[config.mk]
export PLATFORM = sky130hd
export DESIGN_NAME = dtlb
export DESIGN_NICKNAME = d
export VERILOG_FILES = /design/src/mmu_pkg.sv /design/src/dtlb.sv
export VERILOG_INCLUDE_DIRS = /design/src
export SDC_FILE = /design/constraint.sdc
export NUM_CORES = 1
export LEC_CHECK = 0
export ABC_AREA = 1
export BUFFER_PORTS_ARGS = -buffer_cell sky130_fd_sc_hd__buf_2
export CAP_MARGIN = 25
export CORE_UTILIZATION = 30
export DETAILED_ROUTE_END_ITERATION = 8
export GPL_ROUTABILITY_DRIVEN = 0
export PLACE_DENSITY_LB_ADDON = 0.25
export SLEW_MARGIN = 10
export SYNTH_ARGS = -nofsm -noshare
export SYNTH_HDL_FRONTEND = slang
export SYNTH_SLANG_ARGS = --single-unit
[constraint.sdc]
create_clock -name clk_i -period 1.95 [get_ports clk_i]
set_input_delay 0.0975 -clock clk_i [delete_from_list [all_inputs] [get_ports clk_i]]
set_output_delay 0.0975 -clock clk_i [all_outputs]
set_load 0.02 [all_outputs]
[src/mmu_macros.svh]
// Memory unit widths and register map
`ifndef MMU_MACROS_SVH
`define MMU_MACROS_SVH

// Address split
`define MMU_VADDR_W     20
`define MMU_PAGE_OFS_W  6
`define MMU_VTAG_W      (`MMU_VADDR_W - `MMU_PAGE_OFS_W)
`define MMU_PTAG_W      6
`define MMU_DID_W       2

`define MMU_DWORD_W     32

// TLB and RAM sizing
`define MMU_TLB_ELS     4
`define MMU_RAM_WORDS   256

`define MMU_APB_ADDR_W    8
`define MMU_REG_CTRL      8'h00
`define MMU_REG_TLB_VTAG  8'h04
`define MMU_REG_TLB_ENTRY 8'h08
`define MMU_REG_TLB_WRITE 8'h0C
`define MMU_REG_TLB_FLUSH 8'h10

`endif

[src/mmu_pkg.sv]
// Memory unit shared types
`include "mmu_macros.svh"

package mmu_pkg;

  typedef logic [`MMU_VADDR_W-1:0]    vaddr_t;
  typedef logic [`MMU_VTAG_W-1:0]     vtag_t;
  typedef logic [`MMU_PTAG_W-1:0]     ptag_t;
  typedef logic [`MMU_PAGE_OFS_W-1:0] page_ofs_t;
  typedef logic [`MMU_DWORD_W-1:0]    dword_t;

  typedef logic [$clog2(`MMU_RAM_WORDS)-1:0] ram_addr_t;
  typedef logic [$clog2(`MMU_TLB_ELS)-1:0]   tlb_idx_t;

  // u, w, d from bit 2 down
  typedef logic [2:0] pte_flags_t;

  typedef enum logic [1:0] {
    e_priv_u = 2'd0,
    e_priv_s = 2'd1,
    e_priv_m = 2'd3
  } priv_mode_e;

  typedef enum logic {
    e_op_load  = 1'b0,
    e_op_store = 1'b1
  } mem_op_e;

  // Listed in decreasing priority after none
  typedef enum logic [2:0] {
    e_exc_none               = 3'd0,
    e_exc_tlb_miss           = 3'd1,
    e_exc_load_page_fault    = 3'd2,
    e_exc_store_page_fault   = 3'd3,
    e_exc_load_access_fault  = 3'd4,
    e_exc_store_access_fault = 3'd5
  } exc_code_e;

endpackage

[src/dtlb.sv]
// Fully associative data TLB
`timescale 1ns/1ps
`include "mmu_macros.svh"

module dtlb (
  input  logic                clk_i,
  input  logic                reset_i,
  input  logic                flush_i,
  input  logic                w_v_i,
  input  mmu_pkg::tlb_idx_t   w_idx_i,
  input  mmu_pkg::vtag_t      w_vtag_i,
  input  mmu_pkg::ptag_t      w_ptag_i,
  input  mmu_pkg::pte_flags_t w_flags_i,
  input  mmu_pkg::vtag_t      r_vtag_i,
  output logic                hit_o,
  output mmu_pkg::ptag_t      ptag_o,
  output mmu_pkg::pte_flags_t flags_o
);
  import mmu_pkg::*;

  logic [`MMU_TLB_ELS-1:0] valid_r;
  vtag_t                   vtag_r  [`MMU_TLB_ELS];
  ptag_t                   ptag_r  [`MMU_TLB_ELS];
  pte_flags_t              flags_r [`MMU_TLB_ELS];
  logic [`MMU_TLB_ELS-1:0] match;

  // Flush wins over a same-cycle write
  always_ff @(posedge clk_i) begin
    if (reset_i) begin
      valid_r <= '0;
    end else if (flush_i) begin
      valid_r <= '0;
    end else if (w_v_i) begin
      valid_r[w_idx_i] <= 1'b1;
    end
  end

  always_ff @(posedge clk_i) begin
    if (w_v_i && !flush_i) begin
      vtag_r[w_idx_i]  <= w_vtag_i;
      ptag_r[w_idx_i]  <= w_ptag_i;
      flags_r[w_idx_i] <= w_flags_i;
    end
  end

  // Parallel tag compare
  always_comb begin
    for (int i = 0; i < `MMU_TLB_ELS; i++) begin
      match[i] = valid_r[i] & (vtag_r[i] == r_vtag_i);
    end
  end

  // Lowest matching slot wins if a tag was installed twice
  always_comb begin
    hit_o   = |match;
    ptag_o  = '0;
    flags_o = '0;
    for (int i = `MMU_TLB_ELS - 1; i >= 0; i--) begin
      if (match[i]) begin
        ptag_o  = ptag_r[i];
        flags_o = flags_r[i];
      end
    end
  end

endmodule

# Word-level counts from Yosys, hierarchy flattened
# Memory sizes are Yosys's and may differ from the RTL's.
# Cells that the tools add are included.
# totals
mem_bits_ro	0
latchBits	0
mem_bits_rw	92
n_memories	3
out_inout_bits	10
ff_bits	4
word_cells	32
# memory_table
name	words	word_bits	rd	rd_clocked_by_memory_dff	write_ports	line_no	source
vtag_r	4	14	4	0	1	dtlb.sv:22	vtag_t vtag_r [`MMU_TLB_ELS];
ptag_r	4	6	4	0	1	dtlb.sv:23	ptag_t ptag_r [`MMU_TLB_ELS];
flags_r	4	3	4	0	1	dtlb.sv:24	pte_flags_t flags_r [`MMU_TLB_ELS];
# op_classes
shifts	0
n_mux	12
eq_ne	4
n_lt_le_gt_ge	2
bitwise	5
div	0
reduce_logical	5
multipliers	0
addsub	0
# op_table
operator	count
$eq A14 B14 Y1	4
$mux W6	4
$mux W3	4
$and A1 B1 Y1	4
$or A4 B4 Y4	1
$reduce_or A4 Y1	1
$lt A2 B3 Y1 const B	1
$mux W1	3
$demux W1 S2	1
$ge A2 B1 Y1 const B	1
$logic_and A1 B1 Y1	2
$reduce_or A2 Y1	1
$logic_not A1 Y1	1

# Depth between registers and ports, before layout
# Gate-level depths: netlist of the first run.
# depth
word_depth	6
ltp_mapped	13

# Least setup slack after synthesis of the first run
# No wires, ideal clock.
# synth_timing
path_type	input port to flip-flop
from	in w_idx_i[0]
to	mem flags_r[0][0] (netlist bit) (enable)
stages	3
setup_time_ns	0.403
path_buffers	0
arrival_time_ns	1.229
path_slack_ns	0.318
cell_sequence	inv_1 nand3_1 nor2_1
# synth_rtl
item	line_no	source
start: declaration	dtlb.sv:10	input mmu_pkg::tlb_idx_t w_idx_i,
end: declaration	dtlb.sv:24	
# No word-level cell before the write port.

==> impl_metrics.env, run 1 <==
export IMPL_critPathRequiredTime_ns=1.85
export IMPL_setup_slack_ns=-0.0794
export IMPL_netlist_area_sq_mm=0.00440
export IMPL_crit_fanout=6
export IMPL_max_clock_freq_mhz=493
export IMPL_slew_headroom=0.729
export IMPL_synth_top_area_frac=0.627
export IMPL_nets=579
export IMPL_p_int_mw=3.44
export IMPL_rsz0062_at_grt="true"
export IMPL_syn2layout_area_growth_pct=30.9
export IMPL_vias=3234
export IMPL_critPathKind="flop to output pin"
export IMPL_design_core_area_sq_mm=0.0141
export IMPL_final_setup_tns_ns=-0.380
export IMPL_yosysTopAreaCell="edfxtp_1"
export IMPL_violations="negative setup slack"
export IMPL_dp_cells=670
export IMPL_grt_max_degree=24
export IMPL_avgViaCountPerCell=4.49
export IMPL_antenna_found_initial=0
export IMPL_grt_pass1_vias=3190
export IMPL_fp_dieW_um=123
export IMPL_power_mw=4.40
export IMPL_regToRegSetupSlack_ns=1.33
export IMPL_synth_seq_cells=96
export IMPL_seq_area_frac_synth=0.646
export IMPL_syn_inst=436
export IMPL_die_area_sq_mm=0.0152
export IMPL_dieHeight_um=123
export IMPL_p_leak_nw=2.39
export IMPL_drc_errors=0
export IMPL_end_kind="output pin"
export IMPL_cts_tree="built"
export IMPL_p_comb_frac=0.070
export IMPL_clkLatencyLatePin_ns=0.33
export IMPL_synth_nets=479
export IMPL_use_met3=0.0291
export IMPL_startpoint_type="flop"
export IMPL_synthDistinctLibCells=23
export IMPL_synth_area_top_cells="edfxtp_1 63%, nand2_1 11%, inv_1 4.8%, nand3_1 3.8%, nor2_1 3.2%"
export IMPL_holdWs_ns=0.00473
export IMPL_p_clk_frac=0.396
export IMPL_post_dp_hpwl_um=7320
export IMPL_initialDrtViolationCount=241
export IMPL_gr_max_usage_layer="met2"
export IMPL_avgSynthCellArea_sq_um=10.1
export IMPL_tightest_slew_ns=0.407
export IMPL_fin_cells=721
export IMPL_grt_use_met2=0.249
export IMPL_final_area_sq_mm=0.00576
export IMPL_ir_drop_mv=0.329
export IMPL_yosysWarnings=0
export IMPL_grt_usage=0.151
export IMPL_grt_util_met1=0.199
export IMPL_place_ws_ns=0.000291
export IMPL_clkTransAtPathRegs_ns=0.06
export IMPL_ctsRootBufferMaster="clkbuf_16"
export IMPL_fin_crit_sh=1.04
export IMPL_clock_sinks=96
export IMPL_pwr_share_seq=0.534
export IMPL_place_area_sq_mm=0.00490
export IMPL_ant_nets=0
export IMPL_drv_cap=0
export IMPL_slew_violations=0
export IMPL_grt_ovfl_total=0
export IMPL_swShare=0.218
export IMPL_status="complete, but fails checks"
export IMPL_std_cell_rows=43
export IMPL_finClkSkew_ns=0
export IMPL_wl_um=10600
export IMPL_ios=53
export IMPL_portBuffers=52
export IMPL_htreeDepth=3
export IMPL_setup_viol=9
export IMPL_dr_pass1_iters=5
export IMPL_hold_path_class="primary input to flop"
export IMPL_cts_max_path_buffers=2
export IMPL_wire_per_inst_um=14.7
export IMPL_p_switching_mw=0.961
export IMPL_power_density_mw_per_mm2=764
export IMPL_min_period_ns=2.03
export IMPL_diodes=0
export IMPL_cp_arrival_ns=1.93
export IMPL_final_core_util=0.409
export IMPL_initial_core_util=0.312
export IMPL_cts_buffers=9
export IMPL_drive_above_1_share=0.299
export IMPL_grt_pass1_wl_um=16700
export IMPL_hold_viol_final=0
## critical path, cell delays in order (launching register included)
cell      delay, ns
edfxtp_1       0.43
nand2_2        0.10
o21ai_2        0.05
nor2_1         0.11
nand2_2        0.10
nor2_4         0.26
nand2_4        0.13
nand2_1        0.10
inv_1          0.04
nand2_1        0.06
a21oi_2        0.06
buf_4          0.15
## cells by family (layout without fill, tap and decap cells)
| family | Yosys count | in the layout | synth area share |
|---|---|---|---|
| simple gates | 215 | 218 | 0.212 |
| flops | 96 | 96 | 0.646 |
| buf+inv | 75 | 177 | 0.0699 |
| compound gates | 39 | 39 | 0.0506 |
| xor+xnor | 11 | 11 | 0.0219 |
## synth_stat cells (all sizes together)
cell type	n
nand2	130
edfxtp	92
inv	71
nor2	49
nand3	33
o21ai	25
a21oi	13
xnor2	10
buf	4
dfxtp	4
nand4	2
o22ai	1
or2	1
xor2	1
## path summary, 6_finish.rpt
check	cells after the start	startpoint	endpoint
min reg2reg	2	valid_r[3]	valid_r[3]
max reg2reg	2	valid_r[2]	valid_r[2]
max	11	vtag_r[1][7]	ptag_o[1]
min	1	w_vtag_i[4]	vtag_r[2][4]
## state kept, by name, summed over array words and instances, names as in the netlist
| name | cells |
|---|---|
| flags_r | 12 |
| ptag_r | 24 |
| valid_r | 4 |
| vtag_r | 56 |
## cell usage in the layout, fill, tap and decap left out
| master | n |
|---|---|
| nand2_1 | 113 |
| edfxtp_1 | 92 |
| inv_1 | 56 |
| buf_2 | 42 |
| nor2_1 | 27 |
| nand3_1 | 24 |
| dlygate4sd3_1 | 21 |
| inv_2 | 15 |
| buf_4 | 15 |
| nand2_2 | 14 |
| nor2_2 | 14 |
| o21ai_0 | 13 |
| xnor2_1 | 10 |
| o21ai_1 | 9 |
| nor2_4 | 9 |
| nand3_2 | 9 |
| clkbuf_16 | 9 |
| a21oi_2 | 7 |
| buf_6 | 7 |
| a21oi_1 | 6 |
| nand2_4 | 4 |
| buf_12 | 4 |
| dfxtp_1 | 4 |
| o21ai_2 | 3 |
| clkinvlp_4 | 3 |
| nand4_1 | 2 |
| clkinv_2 | 2 |
| xor2_1 | 1 |
| o22ai_1 | 1 |
| nand2_8 | 1 |
| or2_2 | 1 |
| inv_6 | 1 |
| bufinv_16 | 1 |
| buf_8 | 1 |
## layer usage
layer,wire length [um],vias up
met5,0,-
met4,118,0
met2,5250,69
li1,-,1624
met1,4740,1533
met3,506,8
## power groups by stage
stage	Sequential [mW]	Clock [mW]	Combinational [mW]
2_1_floorplan	2.39	0	0.130
3_3_place_gp	2.39	0	0.257
3_5_place_dp	2.39	0	0.261
4_1_cts	2.35	1.77	0.307
5_1_grt	2.36	1.84	0.345
6_report	2.35	1.74	0.307
## layout make-up
type / count / area, sq um
sequential: 96 / 2840
tap: 180 / 225
clock buffer: 9 / 225
inverter: 71 / 267
fill: 1414 / 8330
timing repair buffer: 90 / 707
clock inverter: 7 / 71.3
multi-input combinational: 268 / 1430
## what timing repair did
action / 4_1_cts / 5_1_grt
pin swaps: 32 / 5
cloned: 3 / 0
buffers inserted: 11 / 0
endpoints found under the setup margin: 10 / 10
hold buffers: 20 / 1
hold endpoints to repair: 77 / 2
resized for setup: 50 / 10
Note: power is estimated with default switching activity, not from simulation.
==> run 2: changes to the inputs <==
--- a/config.mk
+++ b/config.mk
@@ -7,10 +7,10 @@
 export NUM_CORES = 1
 export LEC_CHECK = 0
 export ABC_AREA = 1
-export BUFFER_PORTS_ARGS = -buffer_cell sky130_fd_sc_hd__buf_2
 export CAP_MARGIN = 25
 export CORE_UTILIZATION = 30
 export DETAILED_ROUTE_END_ITERATION = 8
+export DONT_BUFFER_PORTS = 1
 export GPL_ROUTABILITY_DRIVEN = 0
 export PLACE_DENSITY_LB_ADDON = 0.25
 export SLEW_MARGIN = 10
==> run 2 against run 1 <==
Against the previous run: routed wire length grew 3.2%; worst hold slack improved by 0.0010 ns; clock-buffer cell count rose by 1; final area is 1.2% lower; die area unchanged; flip-flop and latch count did not move; combinational power fell by 15%; global-route usage about the same; non-clock buffer count down 34; cell count decreased by 5.0%; the flow still finishes with violations (negative setup slack).
==> impl_metrics.env, run 2 (synthesized netlist as in run 1, its figures left out) <==
export IMPL_status="complete, but fails checks"
export IMPL_violations="negative setup slack"
export IMPL_ctsRootBufferMaster="clkbuf_16"
export IMPL_clock_sinks=96
export IMPL_tightest_slew_ns=0.404
export IMPL_avgViaCountPerCell=4.53
export IMPL_largest_reg_flops=56
export IMPL_slew_headroom=0.731
export IMPL_min_period_ns=2.05
export IMPL_clkTransAtPathRegs_ns=0.06
export IMPL_ant_nets=0
export IMPL_std_cell_rows=43
export IMPL_setup_viol=9
export IMPL_syn2layout_area_growth_pct=29.3
export IMPL_ir_drop_mv=0.408
export IMPL_regToRegSetupSlack_ns=0.83
export IMPL_cp_num_buf_inv=1
export IMPL_rsz0062_at_grt="true"
export IMPL_final_area_sq_mm=0.00569
export IMPL_critPathRequiredTime_ns=1.85
export IMPL_p_clk_frac=0.411
export IMPL_wl_um=11000
export IMPL_critPathKind="flop to output pin"
export IMPL_design_core_area_sq_mm=0.0141
export IMPL_setup_slack_ns=-0.0983
export IMPL_grt_usage=0.151
export IMPL_dr_pass1_iters=5
export IMPL_p_comb_frac=0.059
export IMPL_cts_buffers=9
export IMPL_slew_violations=0
export IMPL_place_area_sq_mm=0.00470
export IMPL_fp_dieW_um=123
export IMPL_clkLatencyLatePin_ns=0.34
export IMPL_cp_top_family="simple AND/OR/NAND/NOR gates"
export IMPL_fin_crit_sh=1.05
export IMPL_path_cells="nand2_1, nand2_1, nor2_2, nand2_2, nor2_4, buf_6, nand3_1, nand2_1, nand2_2, a21oi_4"
export IMPL_power_density_mw_per_mm2=778
export IMPL_cts_tree="built"
export IMPL_place_ws_ns=0.0972
export IMPL_crit_fanout=8
export IMPL_cp_arrival_ns=1.95
export IMPL_p_int_mw=3.54
export IMPL_pwr_share_seq=0.531
export IMPL_drc_errors=0
export IMPL_layout_commonest_cell="nand2_1"
export IMPL_drv_cap=0
export IMPL_wire_per_inst_um=16.0
export IMPL_grt_pass1_vias=3022
export IMPL_end_kind="output pin"
export IMPL_power_mw=4.43
export IMPL_portBuffers=0
export IMPL_grt_pass1_wl_um=16400
export IMPL_nets=544
export IMPL_layout_common_cells="106 x nand2_1, 92 x edfxtp_1, 52 x inv_1"
export IMPL_p_leak_nw=2.25
export IMPL_max_clock_freq_mhz=488
export IMPL_crit_top_cell="nand2_1"
export IMPL_swShare=0.201
export IMPL_slowest_stage="edfxtp_1"
export IMPL_p_switching_mw=0.891
export IMPL_hold_path_class="primary input to flop"
export IMPL_dieHeight_um=123
export IMPL_ios=53
export IMPL_post_dp_hpwl_um=7370
export IMPL_initialDrtViolationCount=154
export IMPL_initial_core_util=0.312
export IMPL_drive_above_1_share=0.234
export IMPL_finClkSkew_ns=0
export IMPL_vias=3102
export IMPL_top_register="vtag_r"
export IMPL_hold_viol_final=0
export IMPL_cts_max_path_buffers=2
export IMPL_grt_max_degree=24
export IMPL_htreeDepth=3
export IMPL_antenna_found_initial=0
export IMPL_cpPeakStageDelay_ns=0.39
export IMPL_startpoint_type="flop"
export IMPL_die_area_sq_mm=0.0152
export IMPL_diodes=0
export IMPL_grt_ovfl_total=0
export IMPL_top_regs="vtag_r (56), ptag_r (24), flags_r (12)"
## run 2: cell count changes in the layout (fill, tap and decap cells not counted), sizes merged
cell         before  now
buf              69   22
dlygate4sd3      21   32
clkbuf            9   12
clkinvlp          3    0
bufinv            1    2
clkinv            2    3
inv              72   71
nor2             50   49
## run 2: final timing paths
kind              cells after the start            to          from
setup reg to reg                      3    valid_r[1]    valid_r[1]
setup / recovery                     10    flags_o[1]  vtag_r[3][4]
hold reg to reg                       2    valid_r[0]    valid_r[0]
hold / removal                        1  vtag_r[3][0]       flush_i
## run 2: repair_timing
item | in CTS | in global routing
endpoints found under the setup margin | 10 | 11
hold endpoints to repair | 96 | 1
cloned | 2 | 2
resized for setup | 37 | 20
hold buffers | 32 | 1
buffers inserted | 5 | 7
pin swaps | 19 | 24
## run 2: metrics by stage
stage / utilization / instances / hold WS [ns] / TNS (ns)
2_1_floorplan: - / 436 / 0.196 / 0
3_3_place_gp: 0.333 / 622 / 0.197 / 0
3_5_place_dp: 0.333 / 622 / 0.197 / 0
4_1_cts: 0.393 / 676 / 0.00655 / -0.458
5_1_grt: 0.404 / 685 / 0.00745 / -1.60
6_report: 0.404 / 685 / 0.00577 / -0.624
## run 2: cell type report
cell class / count / area (sq um)
Clock inverter: 5 / 72.6
Tap cell: 180 / 225
Timing Repair Buffer: 56 / 608
Fill cell: 1362 / 8400
Sequential cell: 96 / 2840
Inverter: 71 / 267
Clock buffer: 10 / 229
Multi-Input combinational cell: 267 / 1450
## run 2: power by group through the flow
stage	clock network [mW]	registers [mW]	logic (mW)
global route	1.93	2.36	0.289
floorplan	0	2.39	0.130
detailed placement	0	2.40	0.175
CTS	1.85	2.35	0.255
finish	1.82	2.35	0.260
global placement	0	2.40	0.175
## run 2: per-layer routing
layer,wire [um],vias to the layer above,global-route usage
li1,-,1549,-
met1,5040,1472,0.196
met2,5190,65,0.245
met3,469,16,0.0258
met4,262,0,0.0685
met5,0,-,0
