--- config.mk ---
export PLATFORM = sky130hd
export DESIGN_NAME = mmu_cfg_regs
export DESIGN_NICKNAME = d
export VERILOG_FILES = /design/src/mmu_pkg.sv /design/src/mmu_cfg_regs.sv
export VERILOG_INCLUDE_DIRS = /design/src
export SDC_FILE = /design/constraint.sdc
export NUM_CORES = 1
export LEC_CHECK = 0
export BUFFER_PORTS_ARGS = -buffer_cell sky130_fd_sc_hd__buf_2
export CAP_MARGIN = 20
export CORE_MARGIN = 1
export CORE_UTILIZATION = 41
export DETAILED_ROUTE_END_ITERATION = 8
export GPL_ROUTABILITY_DRIVEN = 0
export GPL_TIMING_DRIVEN = 0
export PLACE_DENSITY_LB_ADDON = 0.05
export REMOVE_ABC_BUFFERS = 1
export SLEW_MARGIN = 10
export SYNTH_ARGS = -nofsm -noshare
export SYNTH_HDL_FRONTEND = slang
export SYNTH_SLANG_ARGS = --single-unit
export TNS_END_PERCENT = 5
--- constraint.sdc ---
create_clock -name clk_i -period 3.8 [get_ports clk_i]
set_input_delay 0.57 -clock clk_i [delete_from_list [all_inputs] [get_ports clk_i]]
set_output_delay 0.57 -clock clk_i [all_outputs]
set_load 0.02 [all_outputs]
--- src/mmu_macros.svh ---
// Memory unit widths and register map
`ifndef MMU_MACROS_SVH
`define MMU_MACROS_SVH

// Address split
`define MMU_VADDR_W     20
`define MMU_PAGE_OFS_W  6
`define MMU_VTAG_W      (`MMU_VADDR_W - `MMU_PAGE_OFS_W)
`define MMU_PTAG_W      6
`define MMU_DID_W       2

`define MMU_DWORD_W     32

// TLB and RAM sizing
`define MMU_TLB_ELS     4
`define MMU_RAM_WORDS   256

`define MMU_APB_ADDR_W    8
`define MMU_REG_CTRL      8'h00
`define MMU_REG_TLB_VTAG  8'h04
`define MMU_REG_TLB_ENTRY 8'h08
`define MMU_REG_TLB_WRITE 8'h0C
`define MMU_REG_TLB_FLUSH 8'h10

`endif

--- src/mmu_pkg.sv ---
// Memory unit shared types
`include "mmu_macros.svh"

package mmu_pkg;

  typedef logic [`MMU_VADDR_W-1:0]    vaddr_t;
  typedef logic [`MMU_VTAG_W-1:0]     vtag_t;
  typedef logic [`MMU_PTAG_W-1:0]     ptag_t;
  typedef logic [`MMU_PAGE_OFS_W-1:0] page_ofs_t;
  typedef logic [`MMU_DWORD_W-1:0]    dword_t;

  typedef logic [$clog2(`MMU_RAM_WORDS)-1:0] ram_addr_t;
  typedef logic [$clog2(`MMU_TLB_ELS)-1:0]   tlb_idx_t;

  // u, w, d from bit 2 down
  typedef logic [2:0] pte_flags_t;

  typedef enum logic [1:0] {
    e_priv_u = 2'd0,
    e_priv_s = 2'd1,
    e_priv_m = 2'd3
  } priv_mode_e;

  typedef enum logic {
    e_op_load  = 1'b0,
    e_op_store = 1'b1
  } mem_op_e;

  // Listed in decreasing priority after none
  typedef enum logic [2:0] {
    e_exc_none               = 3'd0,
    e_exc_tlb_miss           = 3'd1,
    e_exc_load_page_fault    = 3'd2,
    e_exc_store_page_fault   = 3'd3,
    e_exc_load_access_fault  = 3'd4,
    e_exc_store_access_fault = 3'd5
  } exc_code_e;

endpackage

--- src/mmu_cfg_regs.sv ---
// APB configuration registers
`timescale 1ns/1ps
`include "mmu_macros.svh"

module mmu_cfg_regs (
  input  logic                       clk_i,
  input  logic                       reset_i,
  input  logic [`MMU_APB_ADDR_W-1:0] paddr_i,
  input  logic                       psel_i,
  input  logic                       penable_i,
  input  logic                       pwrite_i,
  input  mmu_pkg::dword_t            pwdata_i,
  output mmu_pkg::dword_t            prdata_o,
  output logic                       pready_o,
  output logic                       pslverr_o,
  output logic                       translation_en_o,
  output mmu_pkg::priv_mode_e        priv_mode_o,
  output logic                       sum_o,
  output logic                       tlb_w_v_o,
  output mmu_pkg::tlb_idx_t          tlb_w_idx_o,
  output mmu_pkg::vtag_t             tlb_w_vtag_o,
  output mmu_pkg::ptag_t             tlb_w_ptag_o,
  output mmu_pkg::pte_flags_t        tlb_w_flags_o,
  output logic                       tlb_flush_o
);
  import mmu_pkg::*;

  logic       access;
  logic       wr_en;
  logic       sel_ctrl;
  logic       sel_vtag;
  logic       sel_entry;
  logic       sel_write;
  logic       sel_flush;
  logic       en_r;
  priv_mode_e priv_r;
  logic       sum_r;
  vtag_t      stage_vtag_r;
  ptag_t      stage_ptag_r;
  pte_flags_t stage_flags_r;

  assign access = psel_i & penable_i;
  assign wr_en  = access & pwrite_i;

  assign sel_ctrl  = (paddr_i == `MMU_REG_CTRL);
  assign sel_vtag  = (paddr_i == `MMU_REG_TLB_VTAG);
  assign sel_entry = (paddr_i == `MMU_REG_TLB_ENTRY);
  assign sel_write = (paddr_i == `MMU_REG_TLB_WRITE);
  assign sel_flush = (paddr_i == `MMU_REG_TLB_FLUSH);

  // Zero wait states
  assign pready_o  = 1'b1;
  assign pslverr_o = access & ~(sel_ctrl | sel_vtag | sel_entry | sel_write | sel_flush);

  always_ff @(posedge clk_i) begin
    if (reset_i) begin
      en_r   <= 1'b0;
      priv_r <= e_priv_u;
      sum_r  <= 1'b0;
    end else if (wr_en && sel_ctrl) begin
      en_r   <= pwdata_i[0];
      priv_r <= priv_mode_e'(pwdata_i[2:1]);
      sum_r  <= pwdata_i[3];
    end
  end

  // Staged TLB entry
  always_ff @(posedge clk_i) begin
    if (wr_en && sel_vtag) begin
      stage_vtag_r <= pwdata_i[`MMU_VTAG_W-1:0];
    end
    if (wr_en && sel_entry) begin
      stage_ptag_r  <= pwdata_i[`MMU_PTAG_W-1:0];
      stage_flags_r <= pwdata_i[`MMU_PTAG_W +: $bits(pte_flags_t)];
    end
  end

  always_comb begin
    prdata_o = '0;
    if (sel_ctrl) begin
      prdata_o[3:0] = {sum_r, priv_r, en_r};
    end else if (sel_vtag) begin
      prdata_o[`MMU_VTAG_W-1:0] = stage_vtag_r;
    end else if (sel_entry) begin
      prdata_o[`MMU_PTAG_W+2:0] = {stage_flags_r, stage_ptag_r};
    end
  end

  // Strobes land in the TLB on the edge ending the access phase
  assign tlb_w_v_o     = wr_en & sel_write;
  assign tlb_w_idx_o   = pwdata_i[$bits(tlb_idx_t)-1:0];
  assign tlb_w_vtag_o  = stage_vtag_r;
  assign tlb_w_ptag_o  = stage_ptag_r;
  assign tlb_w_flags_o = stage_flags_r;
  assign tlb_flush_o   = wr_en & sel_flush;

  assign translation_en_o = en_r;
  assign priv_mode_o      = priv_r;
  assign sum_o            = sum_r;

endmodule

# Word level (Yosys, flattened, before mapping)
# Index checks and enable logic that the tools add are counted.
# word_totals
regBits,27
input_bits,45
wordCells,29
# classes
n_eq_ne,4
muxes,5
bitwise_logic,10
reduce_logical,4
# ops
cell,n
9-bit 2-to-1 mux,2
8-bit by 4-bit == test with 1-bit output (second input constant),2
10-bit 2-to-1 mux,1
8-bit by 3-bit == test with 1-bit output (second input constant),1
8-bit by 5-bit == test with 1-bit output (second input constant),1
8-bit logical NOT,1
1-bit bitwise AND,5
5-bit 2-to-1 mux,1
4-bit 2-to-1 mux,1
1-bit OR,4
1-bit logical AND,3
1-bit NOT,1

# Longest topological paths before layout
# Gate-level depths: netlist of run 1.
# logic_depth
ltp_word,7
ltp_mapped,4
depth_no_buf,3

# Worst setup path after synthesis of run 1
# OpenSTA, ideal clock, no wires.
# synth_path
path_kind,input -> output
startpoint,in paddr_i[1]
endpoint,out tlb_flush_o
arrival_time_ns,1.893
required_time_ns,3.230
path_slack_ns,1.337
path_stages,3
path_buffers,0
cell_sequence,or4_4 > or4_4 > nor3_2
# synth_via
elab_chain_cells,2
# synth_lines
item,line,rtl
from (decl),mmu_cfg_regs.sv:8,"input logic [`MMU_APB_ADDR_W-1:0] paddr_i,"
8-bit by 5-bit == test with 1-bit output (no source line),--,
1-bit bitwise AND,mmu_cfg_regs.sv:95,assign tlb_flush_o = wr_en & sel_flush;
to (decl),mmu_cfg_regs.sv:24,output logic tlb_flush_o
# Every way passes these cells.

# Worst setup path after layout of run 1
# layout_path
startpoint,in paddr_i[5]
endpoint,out prdata_o[6]
# layout_via
elab_chain_cells,4
elab_cells_between_ends,6
cone_classes,eq/ne (2); mux (3); reduce/logical (1)
# layout_lines
item,line,rtl
8-bit by 4-bit == test with 1-bit output (no source line),--,
9-bit 2-to-1 mux,mmu_cfg_regs.sv:84,end else if (sel_entry) begin
9-bit 2-to-1 mux,mmu_cfg_regs.sv:82,end else if (sel_vtag) begin
10-bit 2-to-1 mux *,mmu_cfg_regs.sv:80,if (sel_ctrl) begin
to (decl),mmu_cfg_regs.sv:13,"output mmu_pkg::dword_t prdata_o,"
# Every way passes the cells marked *; elsewhere a longest branch is shown, timed or not.

==> flow_summary.yaml, run 1 <==
die:
  dieArea_um2: 3540
  core_area_um2: 3100
  num_io_pins: 110
  fp.dieW_um: 59.5
  fp.dieH_um: 59.5
  rows: 20
  start_util_pct: 43.7
sta:
  post-route-period-util_pct: 76.5
  rsz0062_at_grt: "false"
  fin_crit_ns: 2.91
  final-max-slew-violation-count: 0
  fin_skew_ns: 0
  relSlewSlack_pct: 37.2
  fmax_mhz: 344
  hold_viol_final: 0
  tightest_slew_ns: 0.934
  finalSetupTns_ns: 0
  setup_viol_count_final: 0
critical_path:
  crit_fanout: 12
  cp.arrival_ns: 2.34
  critical_path_class: "primary input to output pin"
  crit_required_ns: 3.23
  r2r_setup_slack_ns: 3.17
  endpoint_kind: "output pin"
  worst_setup_path_start_kind: "primary input"
yosys:
  ys_ff_latch: 27
  yosys_most_used_dff: "edfxtp_1"
  synthDistinctLibCells: 28
  syn_area_um2: 1360
  synthesis.instances: 110
  async_flop_share_pct: 0
  synth_seq_area_share_pct: 56.9
  synth_top_area_cell: "edfxtp_1"
  syn_area_per_cell_um2: 12.3
  synth_warnings: 0
  synthTopCellsByArea: "edfxtp_1 51%, buf_4 12%, dfxtp_1 5.9%"
  synth_edf_count: 23
  yosys.area.top_type_share_pct: 51.0
detailed_routing:
  drc: 0
  dr.pass1.iters: 4
  ant_nets: 0
  wire_per_inst_um: 12.5
  drt_iter0_drc: 15
  routed_wl_um: 2790
  via_per_inst: 4.76
  num_vias: 1066
clocking:
  cts_setup_buffers: 0
  ctsHoldBuffers: 0
  cts.sinks: 27
  insertion_delay_ns: 0.32
  cts.path.max_buffers: 2
  cts_tree: "done"
  cts_buffers: 3
  post_cts_resized: 0
  clkTransAtPathRegs_ns: 0.14
  cts_max_level: 1
  clockRootBuffer: "clkbuf_4"
pwr:
  p_per_area_nw_per_um2: 290
  power.leakage_nw: 0.776
  peakVddDrop_mv: 0.159
flow_run:
  maxCapViolCount: 0
global_routing:
  track_usage_pct: 15.3
  grt_pass1_wl_um: 3910
  grt_pass1_vias: 853
  antenna_found_initial: 0
  overflow: 0
  grt_max_degree: 17
final_layout:
  nets: 226
  fin_area_um2: 1710
  area_delta_synth_final_pct: 26.5
  diodes: 0
  drive_above_1_share_pct: 46.7
run_status:
  outcome: "finished, final reports clean"
placement:
  place_hpwl_um: 2210
  placed_area_um2: 1680
  portBuffers: 72
hold_path:
  min_path_type: "primary input to flop"
synthesized netlist by cell type, types with 2 or more instances:
cell type,number
inv_1,3
nor3_1,3
edfxtp_1,23
and2_1,5
a2bb2oi_1,3
buf_4,21
dfxtp_1,4
nor2_1,2
conb_1,2
or4_4,2
o2111ai_1,3
a22o_1,5
clkbuf_1,3
nand2b_1,8
nand3_1,3
nand4_1,5
mux2i_1,4
power breakdown:
group | leakage (nW) | internal [W] | switching [W]
clock network | 0.0139 | 0.0000402 | 0.0000831
logic | 0.523 | 0.0000157 | 0.0000375
registers | 0.239 | 0.000321 | 0.0000000789
total | 0.776 | 0.000377 | 0.000121
placed cells by master (no fill, tap or decap):
cell	synthesis	routed
conb_1	2	19
nor3_4	1	1
nand2_1	1	1
a22o_1	5	5
or4_1	1	1
and2_1	5	5
dfxtp_1	4	4
clkbuf_4	0	3
or4_4	2	2
buf_2	0	72
clkinvlp_4	0	1
nand3_1	3	3
nor2_1	2	2
buf_4	21	1
nand4_1	5	5
nor2b_1	1	1
a2bb2oi_1	3	3
mux2i_1	4	4
nor3_2	1	2
nor3_1	3	2
nand2b_1	8	8
nor4_2	0	1
inv_1	3	3
and4_1	1	1
o2111ai_1	3	3
a31oi_1	1	1
edfxtp_1	23	23
or2_2	1	1
and4b_1	1	1
and3_1	1	1
critical path, cell delays in order:
cell and delay, ns:
buf_2 0.12, nor4_2 0.82, and3_1 0.48, a22o_1 0.19
buf_2 0.15
layout make-up:
cell class	instances	area, µm²
clock inverters	1	7.51
fillers	289	1390
well taps	44	55.1
repair buffers	73	368
multi-input cells	73	479
inverters	3	11.3
flip-flops and latches	27	771
clock buffers	3	22.5
cells by family after synthesis:
kind of cell,Yosys count,share of synthesized area (%)
and+or+nand+nor,38,18.7
DFF,27,56.9
buffers and inverters,27,13.3
AOI/OAI and AO/OA,12,7.57
muxes,4,2.95
other,2,0.554
routing by layer:
layer | wire length, µm | up-vias | global-route usage [%]
li1 | - | 511 | -
met1 | 1150 | 491 | 19.3
met2 | 1400 | 62 | 25.5
met3 | 221 | 2 | 2.40
met4 | 23 | 0 | 7.31
met5 | 0 | - | 0
sequential cells by signal, summed over array words and instances, names as in the netlist:
signal	flops
tlb_w_ptag_o	6
tlb_w_flags_o	3
priv_mode_o	2
translation_en_o	1
tlb_w_vtag_o	14
sum_o	1
worst paths after layout:
check / cells past startpoint / end / startpoint
worst max-delay path: 5 / prdata_o[6] / paddr_i[5]
worst min-delay path: 1 / tlb_w_vtag_o[9]$_DFFE_PP_ / pwdata_i[9]
worst max register to register: 2 / sum_o$_SDFFE_PP0P_ / sum_o$_SDFFE_PP0P_
worst min register to register: 2 / translation_en_o$_SDFFE_PP0P_ / translation_en_o$_SDFFE_PP0P_
metrics by stage:
step                      hold slack (ns)  power [W]  instances  setup WS (ns)  util (%)
after floorplan                     0.557   0.000356        103          0.929         -
after global placement              0.475   0.000378        219         0.0760      53.7
after detailed placement            0.491   0.000380        220          0.898      54.3
after CTS                           0.391   0.000506        224          0.872      55.2
after global routing                0.378   0.000521        224          0.715      55.2
final                               0.412   0.000497        224          0.892      55.2
No activity file was read; power rests on OpenSTA's default activity.
==> run 2: changes to the inputs <==
--- a/config.mk
+++ b/config.mk
@@ -9,7 +9,7 @@
 export BUFFER_PORTS_ARGS = -buffer_cell sky130_fd_sc_hd__buf_2
 export CAP_MARGIN = 20
 export CORE_MARGIN = 1
-export CORE_UTILIZATION = 41
+export CORE_UTILIZATION = 35
 export DETAILED_ROUTE_END_ITERATION = 8
 export GPL_ROUTABILITY_DRIVEN = 0
 export GPL_TIMING_DRIVEN = 0
==> constraint.sdc (replaced) <==
create_clock -name clk_i -period 2.65 [get_ports clk_i]
set_input_delay 0.3975 -clock clk_i [delete_from_list [all_inputs] [get_ports clk_i]]
set_output_delay 0.3975 -clock clk_i [all_outputs]
set_load 0.02 [all_outputs]
==> run 2 against run 1 <==
Clock-buffer cell count did not move. Critical path depth stayed put. Sequential share of layout area shrank 0.87 points. First-iteration DRC count rose by 20%. Clock skew unchanged. Sequential power rose by 43%. Worst hold slack worse by 0.11 ns. Register-to-register slack worse by 1.1 ns. Utilization decreased by 7.9 points. Cell count up 1.8%. Critical path type unchanged. Largest power group unchanged. Highest routed layer unchanged.
==> flow_summary.yaml, run 2 (synthesis gave the netlist of run 1 again) <==
run_status:
  outcome: "finished, final reports clean"
sta:
  final-max-slew-violation-count: 0
  fin_skew_ns: 0
  fin_crit_ns: 2.32
  relSlewSlack_pct: 51.2
  hold_viol_final: 0
  fmax_mhz: 430
  post-route-period-util_pct: 87.7
  worst_slack_ns: 0.327
  setup_viol_count_final: 0
  tightest_slew_ns: 0.728
  finalSetupTns_ns: 0
  rsz0062_at_grt: "false"
clocking:
  ctsHoldBuffers: 0
  clkTransAtPathRegs_ns: 0.09
  cts_buffers: 3
  insertion_delay_ns: 0.26
  cts_max_level: 1
  cts_setup_buffers: 0
  cts.sinks: 27
  cts_tree: "done"
  cts.path.max_buffers: 2
  clockRootBuffer: "clkbuf_8"
placement:
  pre_cts_ws_ns: -0.0387
  place_hpwl_um: 2240
  portBuffers: 72
die:
  core_area_um2: 3690
  start_util_pct: 36.7
  dieArea_um2: 4120
  fp.dieW_um: 64.2
  rows: 22
  num_io_pins: 110
  fp.dieH_um: 64.2
hold_path:
  min_path_type: "primary input to flop"
global_routing:
  overflow: 0
  antenna_found_initial: 0
  grt_max_degree: 16
  grt_pass1_wl_um: 4390
  track_usage_pct: 13.8
  grt_pass1_vias: 968
final_layout:
  diodes: 0
  mostFrequentLayoutCells: "72 x buf_2, 23 x edfxtp_1, 19 x conb_1"
  nets: 226
  largest_reg_flops: 14
  fillers: 369
  drive_above_1_share_pct: 46.7
  area_delta_synth_final_pct: 29.0
  final_util_pct: 47.4
  final_common_cell: "buf_2"
detailed_routing:
  drc: 0
  dr.pass1.iters: 4
  routed_wl_um: 2830
  num_vias: 1066
  ant_nets: 0
  wire_per_inst_um: 12.4
  drt_iter0_drc: 18
  via_per_inst: 4.68
critical_path:
  cp.arrival_ns: 1.93
  crit_fanout: 12
  crit_required_ns: 2.25
  worst_setup_path_start_kind: "primary input"
  endpoint_kind: "output pin"
  critical_path_class: "primary input to output pin"
pwr:
  p_per_area_nw_per_um2: 435
  power.leakage_nw: 0.789
  power.total_w: 0.000760
  peakVddDrop_mv: 0.254
flow_run:
  maxCapViolCount: 0
-- run 2: changes by cell type in the layout (fill, tap and decap cells not counted), sizes merged --
| cell | previous run | this run |
|---|---|---|
| clkinv | 0 | 1 |
| clkinvlp | 1 | 0 |
-- run 2: repair_timing --
| item | CTS | global route |
|---|---|---|
| resized for setup | 0 | 1 |
| endpoints found under the setup margin | 0 | 10 |
| hold endpoints to repair | 0 | 0 |
-- run 2: path summary, 6_finish.rpt --
kind                                               startpoint                            end  slack (ns)  cells after the start
worst max-delay path                               paddr_i[5]                    prdata_o[8]        0.33                      5
worst min register to register    priv_mode_o[1]$_SDFFE_PP0P_    priv_mode_o[1]$_SDFFE_PP0P_        0.50                      2
worst max register to register  translation_en_o$_SDFFE_PP0P_  translation_en_o$_SDFFE_PP0P_        2.04                      2
worst min-delay path                             pwdata_i[10]     tlb_w_vtag_o[10]$_DFFE_PP_        0.30                      1
-- run 2: cell type report --
| type | instances | area [µm²] | area share (%) |
|---|---|---|---|
| clock buffers | 3 | 41.3 | 2.36 |
| flip-flops and latches | 27 | 771 | 44.1 |
| clock inverters | 1 | 5.00 | 0.286 |
| inverters | 3 | 11.3 | 0.644 |
| repair buffers | 73 | 372 | 21.3 |
| well taps | 48 | 60.1 | 3.44 |
| multi-input cells | 73 | 488 | 27.9 |
-- run 2: critical path: stages --
cell	delay [ns]
buf_2	0.13
nor4_4	0.58
and3_1	0.47
a22o_1	0.19
buf_2	0.15
-- run 2: through the flow --
step                cell area [µm²]  hold slack (ns)  instances
global placement               1670            0.476        223
global route                   1750            0.291        228
finish                         1750            0.300        228
CTS                            1740            0.298        228
detailed placement             1690            0.493        224
floorplan                      1250            0.496        103
-- run 2: metal layers --
| layer | vias to the layer above | GRT usage (%) | part of all wire, % | wire length, µm |
|---|---|---|---|---|
| li1 | 512 | - | - | - |
| met1 | 496 | 17.2 | 43 | 1200 |
| met2 | 54 | 24.3 | 49 | 1400 |
| met3 | 4 | 2.86 | 7.1 | 202 |
| met4 | 0 | 3.33 | 0.88 | 25 |
| met5 | - | 0 | 0 | 0 |
-- run 2: power breakdown --
group          internal, W  total (W)  switching [W]
clock             0.000105   0.000222       0.000117
combinational    0.0000228  0.0000780      0.0000552
sequential        0.000460   0.000460    0.000000115
