[config.mk]
export PLATFORM = sky130hd
export DESIGN_NAME = mmu_perm_check
export DESIGN_NICKNAME = d
export VERILOG_FILES = /design/src/mmu_pkg.sv /design/src/mmu_perm_check.sv
export VERILOG_INCLUDE_DIRS = /design/src
export SDC_FILE = /design/constraint.sdc
export NUM_CORES = 1
export LEC_CHECK = 0
export BUFFER_PORTS_ARGS = -buffer_cell sky130_fd_sc_hd__buf_2
export CAP_MARGIN = 20
export CORE_AREA = 3 3 40 42
export DETAILED_ROUTE_END_ITERATION = 8
export DIE_AREA = 0 0 43 45
export SLEW_MARGIN = 25
export SYNTH_ARGS = -nofsm -noshare
export SYNTH_HDL_FRONTEND = slang
export SYNTH_SLANG_ARGS = --single-unit
[constraint.sdc]
create_clock -name vclk -period 0.8
set_clock_uncertainty 0.1 [all_clocks]
set_input_delay 0.08 -clock vclk [all_inputs]
set_output_delay 0.08 -clock vclk [all_outputs]
set_load 0.02 [all_outputs]
[src/mmu_macros.svh]
// Memory unit widths and register map
`ifndef MMU_MACROS_SVH
`define MMU_MACROS_SVH

// Address split
`define MMU_VADDR_W     20
`define MMU_PAGE_OFS_W  6
`define MMU_VTAG_W      (`MMU_VADDR_W - `MMU_PAGE_OFS_W)
`define MMU_PTAG_W      6
`define MMU_DID_W       2

`define MMU_DWORD_W     32

// TLB and RAM sizing
`define MMU_TLB_ELS     4
`define MMU_RAM_WORDS   256

`define MMU_APB_ADDR_W    8
`define MMU_REG_CTRL      8'h00
`define MMU_REG_TLB_VTAG  8'h04
`define MMU_REG_TLB_ENTRY 8'h08
`define MMU_REG_TLB_WRITE 8'h0C
`define MMU_REG_TLB_FLUSH 8'h10

`endif

[src/mmu_pkg.sv]
// Memory unit shared types
`include "mmu_macros.svh"

package mmu_pkg;

  typedef logic [`MMU_VADDR_W-1:0]    vaddr_t;
  typedef logic [`MMU_VTAG_W-1:0]     vtag_t;
  typedef logic [`MMU_PTAG_W-1:0]     ptag_t;
  typedef logic [`MMU_PAGE_OFS_W-1:0] page_ofs_t;
  typedef logic [`MMU_DWORD_W-1:0]    dword_t;

  typedef logic [$clog2(`MMU_RAM_WORDS)-1:0] ram_addr_t;
  typedef logic [$clog2(`MMU_TLB_ELS)-1:0]   tlb_idx_t;

  // u, w, d from bit 2 down
  typedef logic [2:0] pte_flags_t;

  typedef enum logic [1:0] {
    e_priv_u = 2'd0,
    e_priv_s = 2'd1,
    e_priv_m = 2'd3
  } priv_mode_e;

  typedef enum logic {
    e_op_load  = 1'b0,
    e_op_store = 1'b1
  } mem_op_e;

  // Listed in decreasing priority after none
  typedef enum logic [2:0] {
    e_exc_none               = 3'd0,
    e_exc_tlb_miss           = 3'd1,
    e_exc_load_page_fault    = 3'd2,
    e_exc_store_page_fault   = 3'd3,
    e_exc_load_access_fault  = 3'd4,
    e_exc_store_access_fault = 3'd5
  } exc_code_e;

endpackage

[src/mmu_perm_check.sv]
// Page and access fault check
`timescale 1ns/1ps
`include "mmu_macros.svh"

module mmu_perm_check (
  input  logic                translation_en_i,
  input  mmu_pkg::priv_mode_e priv_mode_i,
  input  logic                sum_i,
  input  mmu_pkg::mem_op_e    op_i,
  input  logic                hit_i,
  input  mmu_pkg::ptag_t      ptag_i,
  input  mmu_pkg::pte_flags_t flags_i,
  output mmu_pkg::exc_code_e  exc_o
);
  import mmu_pkg::*;

  logic pte_u;
  logic pte_w;
  logic pte_d;
  logic is_store;
  logic priv_fault;
  logic write_fault;
  logic did_fault;

  assign {pte_u, pte_w, pte_d} = flags_i;
  assign is_store = (op_i == e_op_store);

  // Supervisor needs SUM for user pages, user needs u
  assign priv_fault = ((priv_mode_i == e_priv_s) & ~sum_i & pte_u)
                    | ((priv_mode_i == e_priv_u) & ~pte_u);
  assign write_fault = is_store & (~pte_w | ~pte_d);

  // Only domain zero is local
  assign did_fault = (ptag_i[`MMU_PTAG_W-1 -: `MMU_DID_W] != '0);

  always_comb begin
    if (translation_en_i && !hit_i) begin
      exc_o = e_exc_tlb_miss;
    end else if (translation_en_i && (priv_fault || write_fault)) begin
      exc_o = is_store ? e_exc_store_page_fault : e_exc_load_page_fault;
    end else if (did_fault) begin
      exc_o = is_store ? e_exc_store_access_fault : e_exc_load_access_fault;
    end else begin
      exc_o = e_exc_none;
    end
  end

endmodule

# == Word level (Yosys, flattened, before mapping) ==
# Index checks and enable logic that the tools add are counted.
# totals
register_bits,0
out_inout_bits,3
word_cells,22
# op_classes
n_eq_ne,1
mux,5
bitwise,10
n_reduce_logical,6
# ops
operator,count
3-bit two-way mux,3
1-bit AND,4
1-bit NOT,4
2-bit by 1-bit equality test with 1-bit output (second input constant),1
1-bit logical AND,2
2-bit logical NOT,1
1-bit two-way mux,2
1-bit OR,2
2-bit nonzero test,1
1-bit logical NOT,1
1-bit logical OR,1

# == Logic depth before layout (Yosys ltp) ==
# Gate-level depths: netlist of the first run.
# depth
ltp_word,8
depth_mapped,3
depth_no_buf,3

# == Worst setup path after synthesis of the first run ==
# Ideal clock, no wire load.
# synth_path
path_type,in2out
start,input sum_i
end,output exc_o[0]
t_arrival_ns,0.766
required_time_ns,0.620
setup_slack_ns,-0.146
path_stages,3
path_buffers,0
path_cell_list,and4bb_1 o311ai_1 nand3_1
# synth_between
elab_chain_cells,8
# synth_lines
item,line,rtl
"start, declared",mmu_perm_check.sv:8,"input logic sum_i,"
1-bit NOT,mmu_perm_check.sv:29,assign priv_fault = ((priv_mode_i == e_priv_s) & ~sum_i & pte_u)
1-bit AND (2 in a row),mmu_perm_check.sv:29,
1-bit OR,mmu_perm_check.sv:30,| ((priv_mode_i == e_priv_u) & ~pte_u);
1-bit logical OR,mmu_perm_check.sv:39,end else if (translation_en_i && (priv_fault || write_fault)) begin
1-bit logical AND,mmu_perm_check.sv:39,
3-bit two-way mux,mmu_perm_check.sv:39,
3-bit two-way mux,mmu_perm_check.sv:37,if (translation_en_i && !hit_i) begin
"end, declared",mmu_perm_check.sv:13,output mmu_pkg::exc_code_e exc_o
# No other way between the ends.

# == Final worst setup path of the first run ==
# layout_path
start,input priv_mode_i[0]
end,output exc_o[0]
# layout_between
elab_chain_cells,8
# layout_lines
item,line,rtl
"start, declared",mmu_perm_check.sv:7,"input mmu_pkg::priv_mode_e priv_mode_i,"
2-bit by 1-bit equality test with 1-bit output,mmu_perm_check.sv:29,
1-bit AND (2 in a row),mmu_perm_check.sv:29,
1-bit OR *,mmu_perm_check.sv:30,
1-bit logical OR *,mmu_perm_check.sv:39,
1-bit logical AND *,mmu_perm_check.sv:39,
3-bit two-way mux *,mmu_perm_check.sv:39,
3-bit two-way mux *,mmu_perm_check.sv:37,
# Mark *: on every way between the ends. The rest lies on a longest branch, timed or not.

==> results.md, run 1 <==
- The worst hold path depth is 3.
- The number of endpoints failing setup at the final stage is 3.
- Across all layers, the routed design uses 171 vias.
- For this run, the post-layout net count is 47.
- After synthesis, the mean cell area works out to 5.67 sq um.
- The cell area that synthesis handed to floorplanning was 85.1 sq um.
- The die is 43 um wide.
- For hold timing, the worst endpoint is exc_o[2].
- The share of synthesized area in the top cell type comes to 0.147.
- The die area is 1940 sq um.
- The overall global routing resource usage is 0.0373.
- Synthesis handed over a netlist of 15 instances.
- The tool flagged a number of max-cap violations equal to 0.
- The number of antenna diodes in the final layout is 0.
- In the routed design, unresolved DRC markers number 0.
- The area inside the core boundary is 1280 sq um.
- The number of endpoints with negative hold slack in the final report is 0.
- Across all setup checks in the final design, the least slack found is -0.280 ns.
- The number of buffers inserted by hold repair at cts is 0.
- The minimum clock period is 1.08 ns.
- The required time reported for the critical path endpoint is 0.62 ns.
- Based on the critical path, the design can be clocked at up to 926 MHz.
- The most common cell after layout, fill and taps aside is buf_2.
- The first detailed-routing pass ran for 4 iterations.
- The effective utilization at floorplan is 0.0662.
- The final number of max-transition violations is 0.
- Input and output buffers added on the ports amount to 14.
- Data on the critical path arrives at its endpoint at 0.90 ns.
- The synthesized net count is 30.
- Once detail routing completed, the nets flagged for antenna violations numbered 0.
- The number of standard-cell rows in the floorplan is 13.
- The pre-CTS setup slack is -0.338 ns.
- The average vias per placed instance is 3.80.
- Along the worst path, the maximum fanout reaches 2.
- STA classifies the critical path startpoint as an input pin.
- Across the whole layout, storage elements account for 0 sq um.
- The via count of the first global-routing pass is 148.
- For this run the aggregate overflow at the end of global routing stands at 0.
- The top cell types in the final layout, fill and taps aside, are buf_2, buf_6, nand2_1.
- The area growth from synthesis to layout is 187%.
- The clock tree buffer count of the final layout is 0.
- The routed wire length is 392 um.
- Of the available clock period, the critical path in the final layout requires 1.35.
- Sequential cells placed in the final layout were counted as 0.
- The normalized max-slew margin is 0.843.
- Setup repair after global routing could not meet its margin everywhere.
- The run finished, with violations left.
- For this design the static power due to leakage is 0.107 nW.
- Dividing total power by cell area gives a power density of 529 nW/um^2.
- The biggest area contributor in the post-synthesis netlist is and4bb_1.
- During I/O placement, the number of pins put on the boundary was 18.
- The final estimated routing congestion in global placement is 0.637.
- Counting distinct cell types in the post-synthesis netlist gives 10.
- The first-pass GRT wire length is 607 um.
- The critical path class is in2out.
- After detailed routing, the average wire length per cell comes to 8.71 um.
- The transition time at the pin with the least slew margin is 0.234 ns.
- The checks that failed: setup timing.
- The initial DRC count is 11.
- The number of setup buffers added after CTS is 0.
- The count of warnings emitted by yosys is 0.
- In the final layout, the share of cells above drive strength 1 is 0.667.
- Entering global routing, the biggest net connects 5 pins.
- In this run the vertical extent of the chip is 45 um.
- The capturing element type of the critical path is an output port.
- The path class of the tightest hold or removal check is in2out.
- The sequential share of the synthesized area is 0.
- The worst vdd rail ir drop is 0.000161 V.
- Sorting the synthesized cells by area gives the leading types as and4bb_1, nand2_1, a21oi_1, o21ai_0, o2bb2ai_1.
- The startpoint of the worst hold path is translation_en_i.
- Adding up every negative setup slack in the final design gives -0.689 ns.
- The initial antenna violation count was 0.
cell families (layout without fill, tap and decap cells):
group           after synthesis  count (layout)  synth area share
simple gates                  9               9             0.559
compound gates                6               6             0.441
buf+inv                       0              15                 0
metrics by stage:
stage | instances | hold WS, ns | instance area, sq um | power, W | util
6_report | 45 | 0.381 | 244 | 0.000129 | 0.190
3_5_place_dp | 45 | 0.391 | 191 | 0.000100 | 0.149
3_3_place_gp | 45 | 0.382 | 191 | 0.0000992 | 0.149
5_1_grt | 45 | 0.393 | 244 | 0.000138 | 0.190
4_1_cts | 45 | 0.383 | 234 | 0.000124 | 0.182
2_1_floorplan | 15 | 0.141 | 95.1 | 0.0000478 | -
final cells by class:
class                      instances  area (sq um)
fill                             141          1040
multi-input combinational         15           110
tap                               15          18.8
timing repair buffer              15           115
how the worst max path moves through the flow:
stage	slack [ns]	to	from
after global placement	-0.32	exc_o[0]	priv_mode_i[0]
final	-0.28	exc_o[0]	priv_mode_i[0]
after detailed placement	-0.34	exc_o[0]	priv_mode_i[0]
after global routing	-0.33	exc_o[0]	priv_mode_i[0]
after floorplan	-0.11	exc_o[0]	sum_i
after CTS	-0.28	exc_o[0]	priv_mode_i[0]
Yosys cell counts (all sizes together):
cell     count
o311ai       1
a21oi        2
o21ai        2
nand2        3
o2bb2ai      1
nand2b       1
and4bb       1
nor2         2
nor3         1
nand3        1
power by group:
group	leakage, nW	internal (W)	switching, W
Sequential	0	0	0
Clock	0	0	0
Combinational	0.107	0.0000695	0.0000594
worst max-delay path, cell delays in order:
cell and delay [ns]:
buf_6 0.09, and4bb_1 0.22, o311ai_2 0.24, nand3_1 0.10
buf_2 0.17
timing repair:
item	CTS	global route
gates resized for setup	9	2
pin swaps	2	2
setup endpoints to repair	3	3
layer usage:
| metal | GRT usage | wire, um |
|---|---|---|
| met2 | 0.0449 | 116 |
| met5 | 0 | 0 |
| met1 | 0.0667 | 212 |
| met4 | 0 | 0 |
| met3 | 0.00797 | 63 |
No activity file was read; power rests on OpenSTA's default activity.
==> run 2: changes to the inputs <==
--- a/config.mk
+++ b/config.mk
@@ -11,6 +11,7 @@
 export CORE_AREA = 3 3 40 42
 export DETAILED_ROUTE_END_ITERATION = 8
 export DIE_AREA = 0 0 43 45
+export GPL_TIMING_DRIVEN = 0
 export SLEW_MARGIN = 25
 export SYNTH_ARGS = -nofsm -noshare
 export SYNTH_HDL_FRONTEND = slang
==> constraint.sdc (replaced) <==
create_clock -name vclk -period 0.8
set_clock_uncertainty 0.1 [all_clocks]
set_input_delay 0.08 -clock vclk [all_inputs]
set_output_delay 0.08 -clock vclk [all_outputs]
set_load 0.01 [all_outputs]
==> results.md, run 2 (synthesized netlist as in run 1, its figures left out) <==
- The routed wire length is 355 um.
- The number of antenna repair diodes is 0.
- The net count of the finished layout is 46.
- The worst setup path is captured at an output port.
- The maximum fanout encountered on the critical timing path is 2.
- The area growth from synthesis to layout is 134%.
- For this design the top-level I/O count stands at 18.
- Measured along the y axis, the die boundary spans 45 um.
- The worst path setup slack after routing is -0.221 ns.
- The normalized max-slew margin is 0.860.
- The fill cell instance count of the final layout is 158.
- The initial antenna violation count is 0.
- The area inside the core boundary is 1280 sq um.
- The min-delay analysis places its worst path in the category in2out.
- The via count of the first global-routing pass was 168.
- At the pin with the least slew margin, the transition time is 0.209 ns.
- The number of flip-flops and latches is 0.
- Input and output buffers added on the ports amount to 14.
- The critical path is of the in2out type.
- The congestion estimate from routability-driven global placement came to 0.758.
- The most common cell after layout, fill and taps aside is buf_2.
- The final global-route overflow total is 0.
- Across the VDD grid, the largest voltage drop is 0.0000982 V.
- At the end of the flow the core is filled with cells to 0.155.
- The post-detailed-route wirelength per cell is 8.07 um.
- Timing would allow up to 979 MHz.
- The minimum clock period is 1.02 ns.
- For this run, design rule violations remaining after detail routing come to 0.
- The fraction of layout instances using a drive strength above 1 is 0.552.
- The number of standard-cell rows in the floorplan is 13.
- The pre-CTS setup slack is -0.275 ns.
- Setup violations remaining at the end of the flow were counted as 3.
- The number of max-cap violations is 0.
- The final reports fail on setup timing.
- The required time reported for the critical path endpoint is 0.62 ns.
- The detailed-route via count is 164.
- The number of hold buffers added after CTS was 0.
- For this run, the total global-route usage over all layers was measured as 0.0423.
- The pre-antenna-repair detailed-routing pass consisted of 2 iterations.
- The detail route stage leaves a number of antenna-violating nets equal to 0.
- The flow ran to the end, but the final reports show violations.
- The floorplan die width is 43 um.
- The final number of max-transition violations is 0.
- At the worst endpoint, the arrival time is 0.84 ns.
- The initial DRC count is 1.
- The portion of the clock cycle consumed by the worst path in the final layout is 1.28.
- The effective utilization at floorplan is 0.0662.
- The total area of multi-input combinational cells is 97.6 sq um.
- Power spread over the standard cell area amounts to 456 nW/um^2.
- In the final layout, flip-flops and latches occupy 0 sq um.
- The average vias per placed instance is 3.73.
- The type of element launching the critical path is an input pin.
- The die area is 1940 sq um.
- The clock tree buffer count of the final layout is 0.
- The analysis attributes to cell leakage a power of 0.0930 nW.
- The first global-routing pass estimated 683 um of wire.
- After layout, the design draws a total of 0.0000907 W.
- Entering global routing, the biggest net connects 5 pins.
- Leaving out fill and tap cells, the most frequent cells in the layout are buf_2, nand2_1.
- The number of endpoints with negative hold slack in the final report is 0.
- Setup repair after global routing could not meet its margin everywhere.
==> run 2: layout make-up <==
cell class,count,share of cell area
Multi-Input combinational cell,15,0.491
Timing Repair Buffer,14,0.415
Tap cell,15,0.0943
==> run 2: worst paths after layout <==
| check | startpoint | slack, ns | cells after the start | endpoint |
|---|---|---|---|---|
| setup / recovery | priv_mode_i[0] | -0.22 | 5 | exc_o[0] |
| hold / removal | translation_en_i | 0.37 | 3 | exc_o[2] |
==> run 2: routing by layer <==
layer,part of all wire,up-vias,global-route usage
li1,-,86,-
met1,0.45,65,0.0595
met2,0.34,13,0.0719
met3,0.21,0,0.00797
met4,0,0,0
met5,0,-,0
==> run 2: what timing repair did <==
| item | CTS | global route |
|---|---|---|
| buffers inserted | 0 | 0 |
| setup endpoints to repair | 3 | 3 |
| resized for setup | 2 | 2 |
==> run 2: where the power goes <==
part           switching (W)  internal (W)
Clock                      0             0
Sequential                 0             0
Combinational      0.0000416     0.0000491
Total              0.0000416     0.0000491
==> run 2: worst max-delay path, stage by stage <==
cell	delay, ns
buf_6	0.09
and4bb_1	0.22
o311ai_2	0.22
nand3_1	0.09
buf_2	0.14
==> run 2: per-stage QoR <==
stage | hold WS, ns | cell area, sq um | cells | TNS (ns)
6_report | 0.372 | 199 | 44 | -0.616
5_1_grt | 0.391 | 199 | 44 | -0.811
4_1_cts | 0.362 | 186 | 44 | -0.709
3_5_place_dp | 0.362 | 174 | 44 | -0.714
3_3_place_gp | 0.362 | 174 | 44 | -0.676
2_1_floorplan | 0.136 | 85.1 | 15 | -0.0341
==> run 3: changes to the inputs <==
--- a/config.mk
+++ b/config.mk
@@ -6,6 +6,7 @@
 export SDC_FILE = /design/constraint.sdc
 export NUM_CORES = 1
 export LEC_CHECK = 0
+export ABC_AREA = 1
 export BUFFER_PORTS_ARGS = -buffer_cell sky130_fd_sc_hd__buf_2
 export CAP_MARGIN = 20
 export CORE_AREA = 3 3 40 42
==> results.md, run 3 <==
- The run finished, with violations left.
- The final reports fail on setup timing.
- The count of warnings emitted by yosys is 0.
- The initial utilization of the core area, before any placement, comes to 0.0711.
- The I/O pin total is 18.
- Setup repair after global routing could not meet its margin everywhere.
- For the worst setup path, the data required time is 0.62 ns.
- In the final layout, the share of cells above drive strength 1 is 0.571.
- The largest area contributor in the netlist is nand2_1.
- Counting instances, the worst hold path has a depth of 4.
- The routed wire length is 320 um.
- The number of endpoints with negative hold slack in the final report is 0.
- The startpoint of the worst hold path is hit_i.
- For this run, the top clock speed supported by timing is 1100 MHz.
- The number of flip-flops and latches is 0.
- The number of distinct library cell variants in the gate-level netlist after synthesis is 6.
- After the last flow step, the layout net total stands at 52.
- The slowest stage of the critical path is the buf_2 cell.
- In the layout the commonest cells are buf_2, nand2_1, nor2_1.
- The share of cell area taken by muxes after synthesis is 0.
- Counting every instance in the synthesized netlist gives 21.
- For this design the static power due to leakage is 0.124 nW.
- The die area is 1940 sq um.
- The fraction of the core area covered by cells at the end of the flow is 0.157.
- Buffers placed on the I/O ports in this run total 14.
- 0 antenna diodes ended up in the layout.
- In this run the remaining antenna-violating nets after routing total 0.
- The portion of the clock cycle consumed by the worst path in the final layout is 1.14.
- In the post-synthesis netlist, the cell with the most instances is nand2_1.
- IR analysis of the VDD net gives a maximum drop of 0.0000615 V.
- The final route contains 167 vias.
- The initial DRC count is 0.
- Entering global routing, the biggest net connects 4 pins.
- The critical path class is in2out.
- In this run the vertical extent of the chip is 45 um.
- Averaged over all synthesized cells, the footprint is 4.35 sq um.
- STA classifies the critical path endpoint as an output port.
- The fraction of the mapped netlist area in compound gates came to 0.0959.
- The via count of the first global-routing pass was 157.
- At the end of routability-driven placement, the weighted congestion stood at 0.608.
- The signal on the critical path passes through buf_6, a21oi_2, nand2_1, nand2_2, nand2_2, nand2_1, nand3_1, buf_2.
- The initial antenna violation count came to 0.
- The final number of max-transition violations is 0.
- The maximum fanout encountered on the critical timing path is 3.
- The path category of the worst min-delay check is in2out.
- By area, the combinational part of the netlist is dominated by simple AND/OR/NAND/NOR gates.
- The minimum clock period is 0.910 ns.
- The worst stage delay on the critical path is 0.14 ns.
- The fraction of the mapped netlist area in simple logic gates is 0.740.
- For hold timing, the worst endpoint is exc_o[1].
- Once the clock tree was built, the setup fixing pass inserted 0 buffers.
- Setup violations remaining at the end of the flow were counted as 3.
- Relative to the synthesized area, the layout overhead comes to 121%.
- Of the total synthesized cell area, the portion taken by full adders, half adders and majority gates is 0.
- The top-area cell type share of the netlist area is 0.329.
- The commonest cells after synthesis are nand2_1, inv_1, nor2_1, nand2_2, nand3_1.
- The first global-routing pass estimated 538 um of wire.
- STA classifies the critical path startpoint as an input pin.
- Hold repair after CTS inserted 0 buffers.
- The arrival time at the worst endpoint is 0.73 ns.
- The post-route total power is 0.000101 W.
- Once detailed placement completed, the half-perimeter wirelength came to 295 um.
- For this run, design rule violations remaining after detail routing come to 0.
- Of the total synthesized cell area, the portion taken by XOR and XNOR cells is 0.
- The floorplan has 13 rows.
- The share of the Yosys chip area taken by registers is 0.
- The worst path setup slack after routing is -0.110 ns.
- The total area inside the core boundary comes to 1280 sq um.
- The post-detailed-route wirelength per cell is 6.40 um.
- For this run, the detailed router's first-pass iteration total came to 1.
- The library cell used most frequently in the layout, excluding fill and tap cells, is buf_2.
- For this design the ratio of total power to cell area is 499 nW/um^2.
- Synthesis produced a netlist with a net count of 36.
- The normalized max-slew margin is 0.913.
- Yosys attributes the largest share of cell area to nand2_1, inv_1, nor2_1, nand2_2, nand3_1.
- The number of max-cap violations is 0.
- The clock tree buffer count of the final layout is 0.
- In the global route stage, overall resource usage came out at 0.0340.
- The die is 43 um wide.
- Adding up every negative setup slack in the final design gives -0.289 ns.
- The pre-CTS setup slack is -0.143 ns.
- The synthesized cell area is 91.3 sq um.
- The transition time at the pin with the least slew margin is 0.129 ns.
- The sequential cells in the finished layout cover a total of 0 sq um.
- The final global-route overflow total is 0.
- The average vias per placed instance is 3.34.
run 3: cell count changes after synthesis, sizes merged, moves of 2 or more:
cell / delta
nand2: +7
inv: +4
nor2: +2
o21ai: -2
run 3: logic make-up (layout without fill, tap and decap cells):
family          count (synthesis)  count (layout)
simple gates                   16              16
buf+inv                         4              18
compound gates                  1               1
run 3: repair_timing:
action	in CTS	in global routing
setup endpoints to repair	3	3
gates cloned	0	0
resized for setup	5	1
endpoints found under the hold margin	0	0
pin swaps	3	4
run 3: how the worst max path moves through the flow:
stage / to / slack (ns) / from
6_report: exc_o[0] / -0.11 / priv_mode_i[0]
5_1_grt: exc_o[0] / -0.21 / sum_i
4_1_cts: exc_o[0] / -0.12 / sum_i
3_5_place_dp: exc_o[0] / -0.14 / flags_i[2]
3_3_place_gp: exc_o[0] / -0.14 / priv_mode_i[0]
2_1_floorplan: exc_o[2] / 0.06 / sum_i
run 3: area by class of cell:
type	count	area (sq um)
well taps	15	18.8
repair buffers	14	88.8
inverters	4	15.0
fillers	156	1080
multi-input cells	17	78.8
run 3: layer usage:
layer | vias up | GRT usage | wire length [um]
met5 | - | 0 | 0
met4 | 0 | 0 | 0
met3 | 0 | 0 | 0
met2 | 0 | 0.0868 | 256
met1 | 77 | 0.0286 | 64
li1 | 90 | - | -
run 3: worst max-delay path: cells and delay by family:
kind | cells | cell delay [ns]
buffers and inverters | 2 | 0.24
AND/OR/NAND/NOR | 5 | 0.31
AO/OA/AOI/OAI | 1 | 0.11
run 3: where the power goes:
part	internal [W]	leakage (nW)	switching, W
clock network	0	0	0
registers	0	0	0
logic	0.0000538	0.124	0.0000468
run 3: stage by stage:
stage	cells	hold slack [ns]	cell area, sq um
3_3_place_gp	50	0.380	180
2_1_floorplan	21	0.168	91.3
3_5_place_dp	50	0.381	180
6_report	50	0.374	201
4_1_cts	50	0.376	199
5_1_grt	50	0.423	201
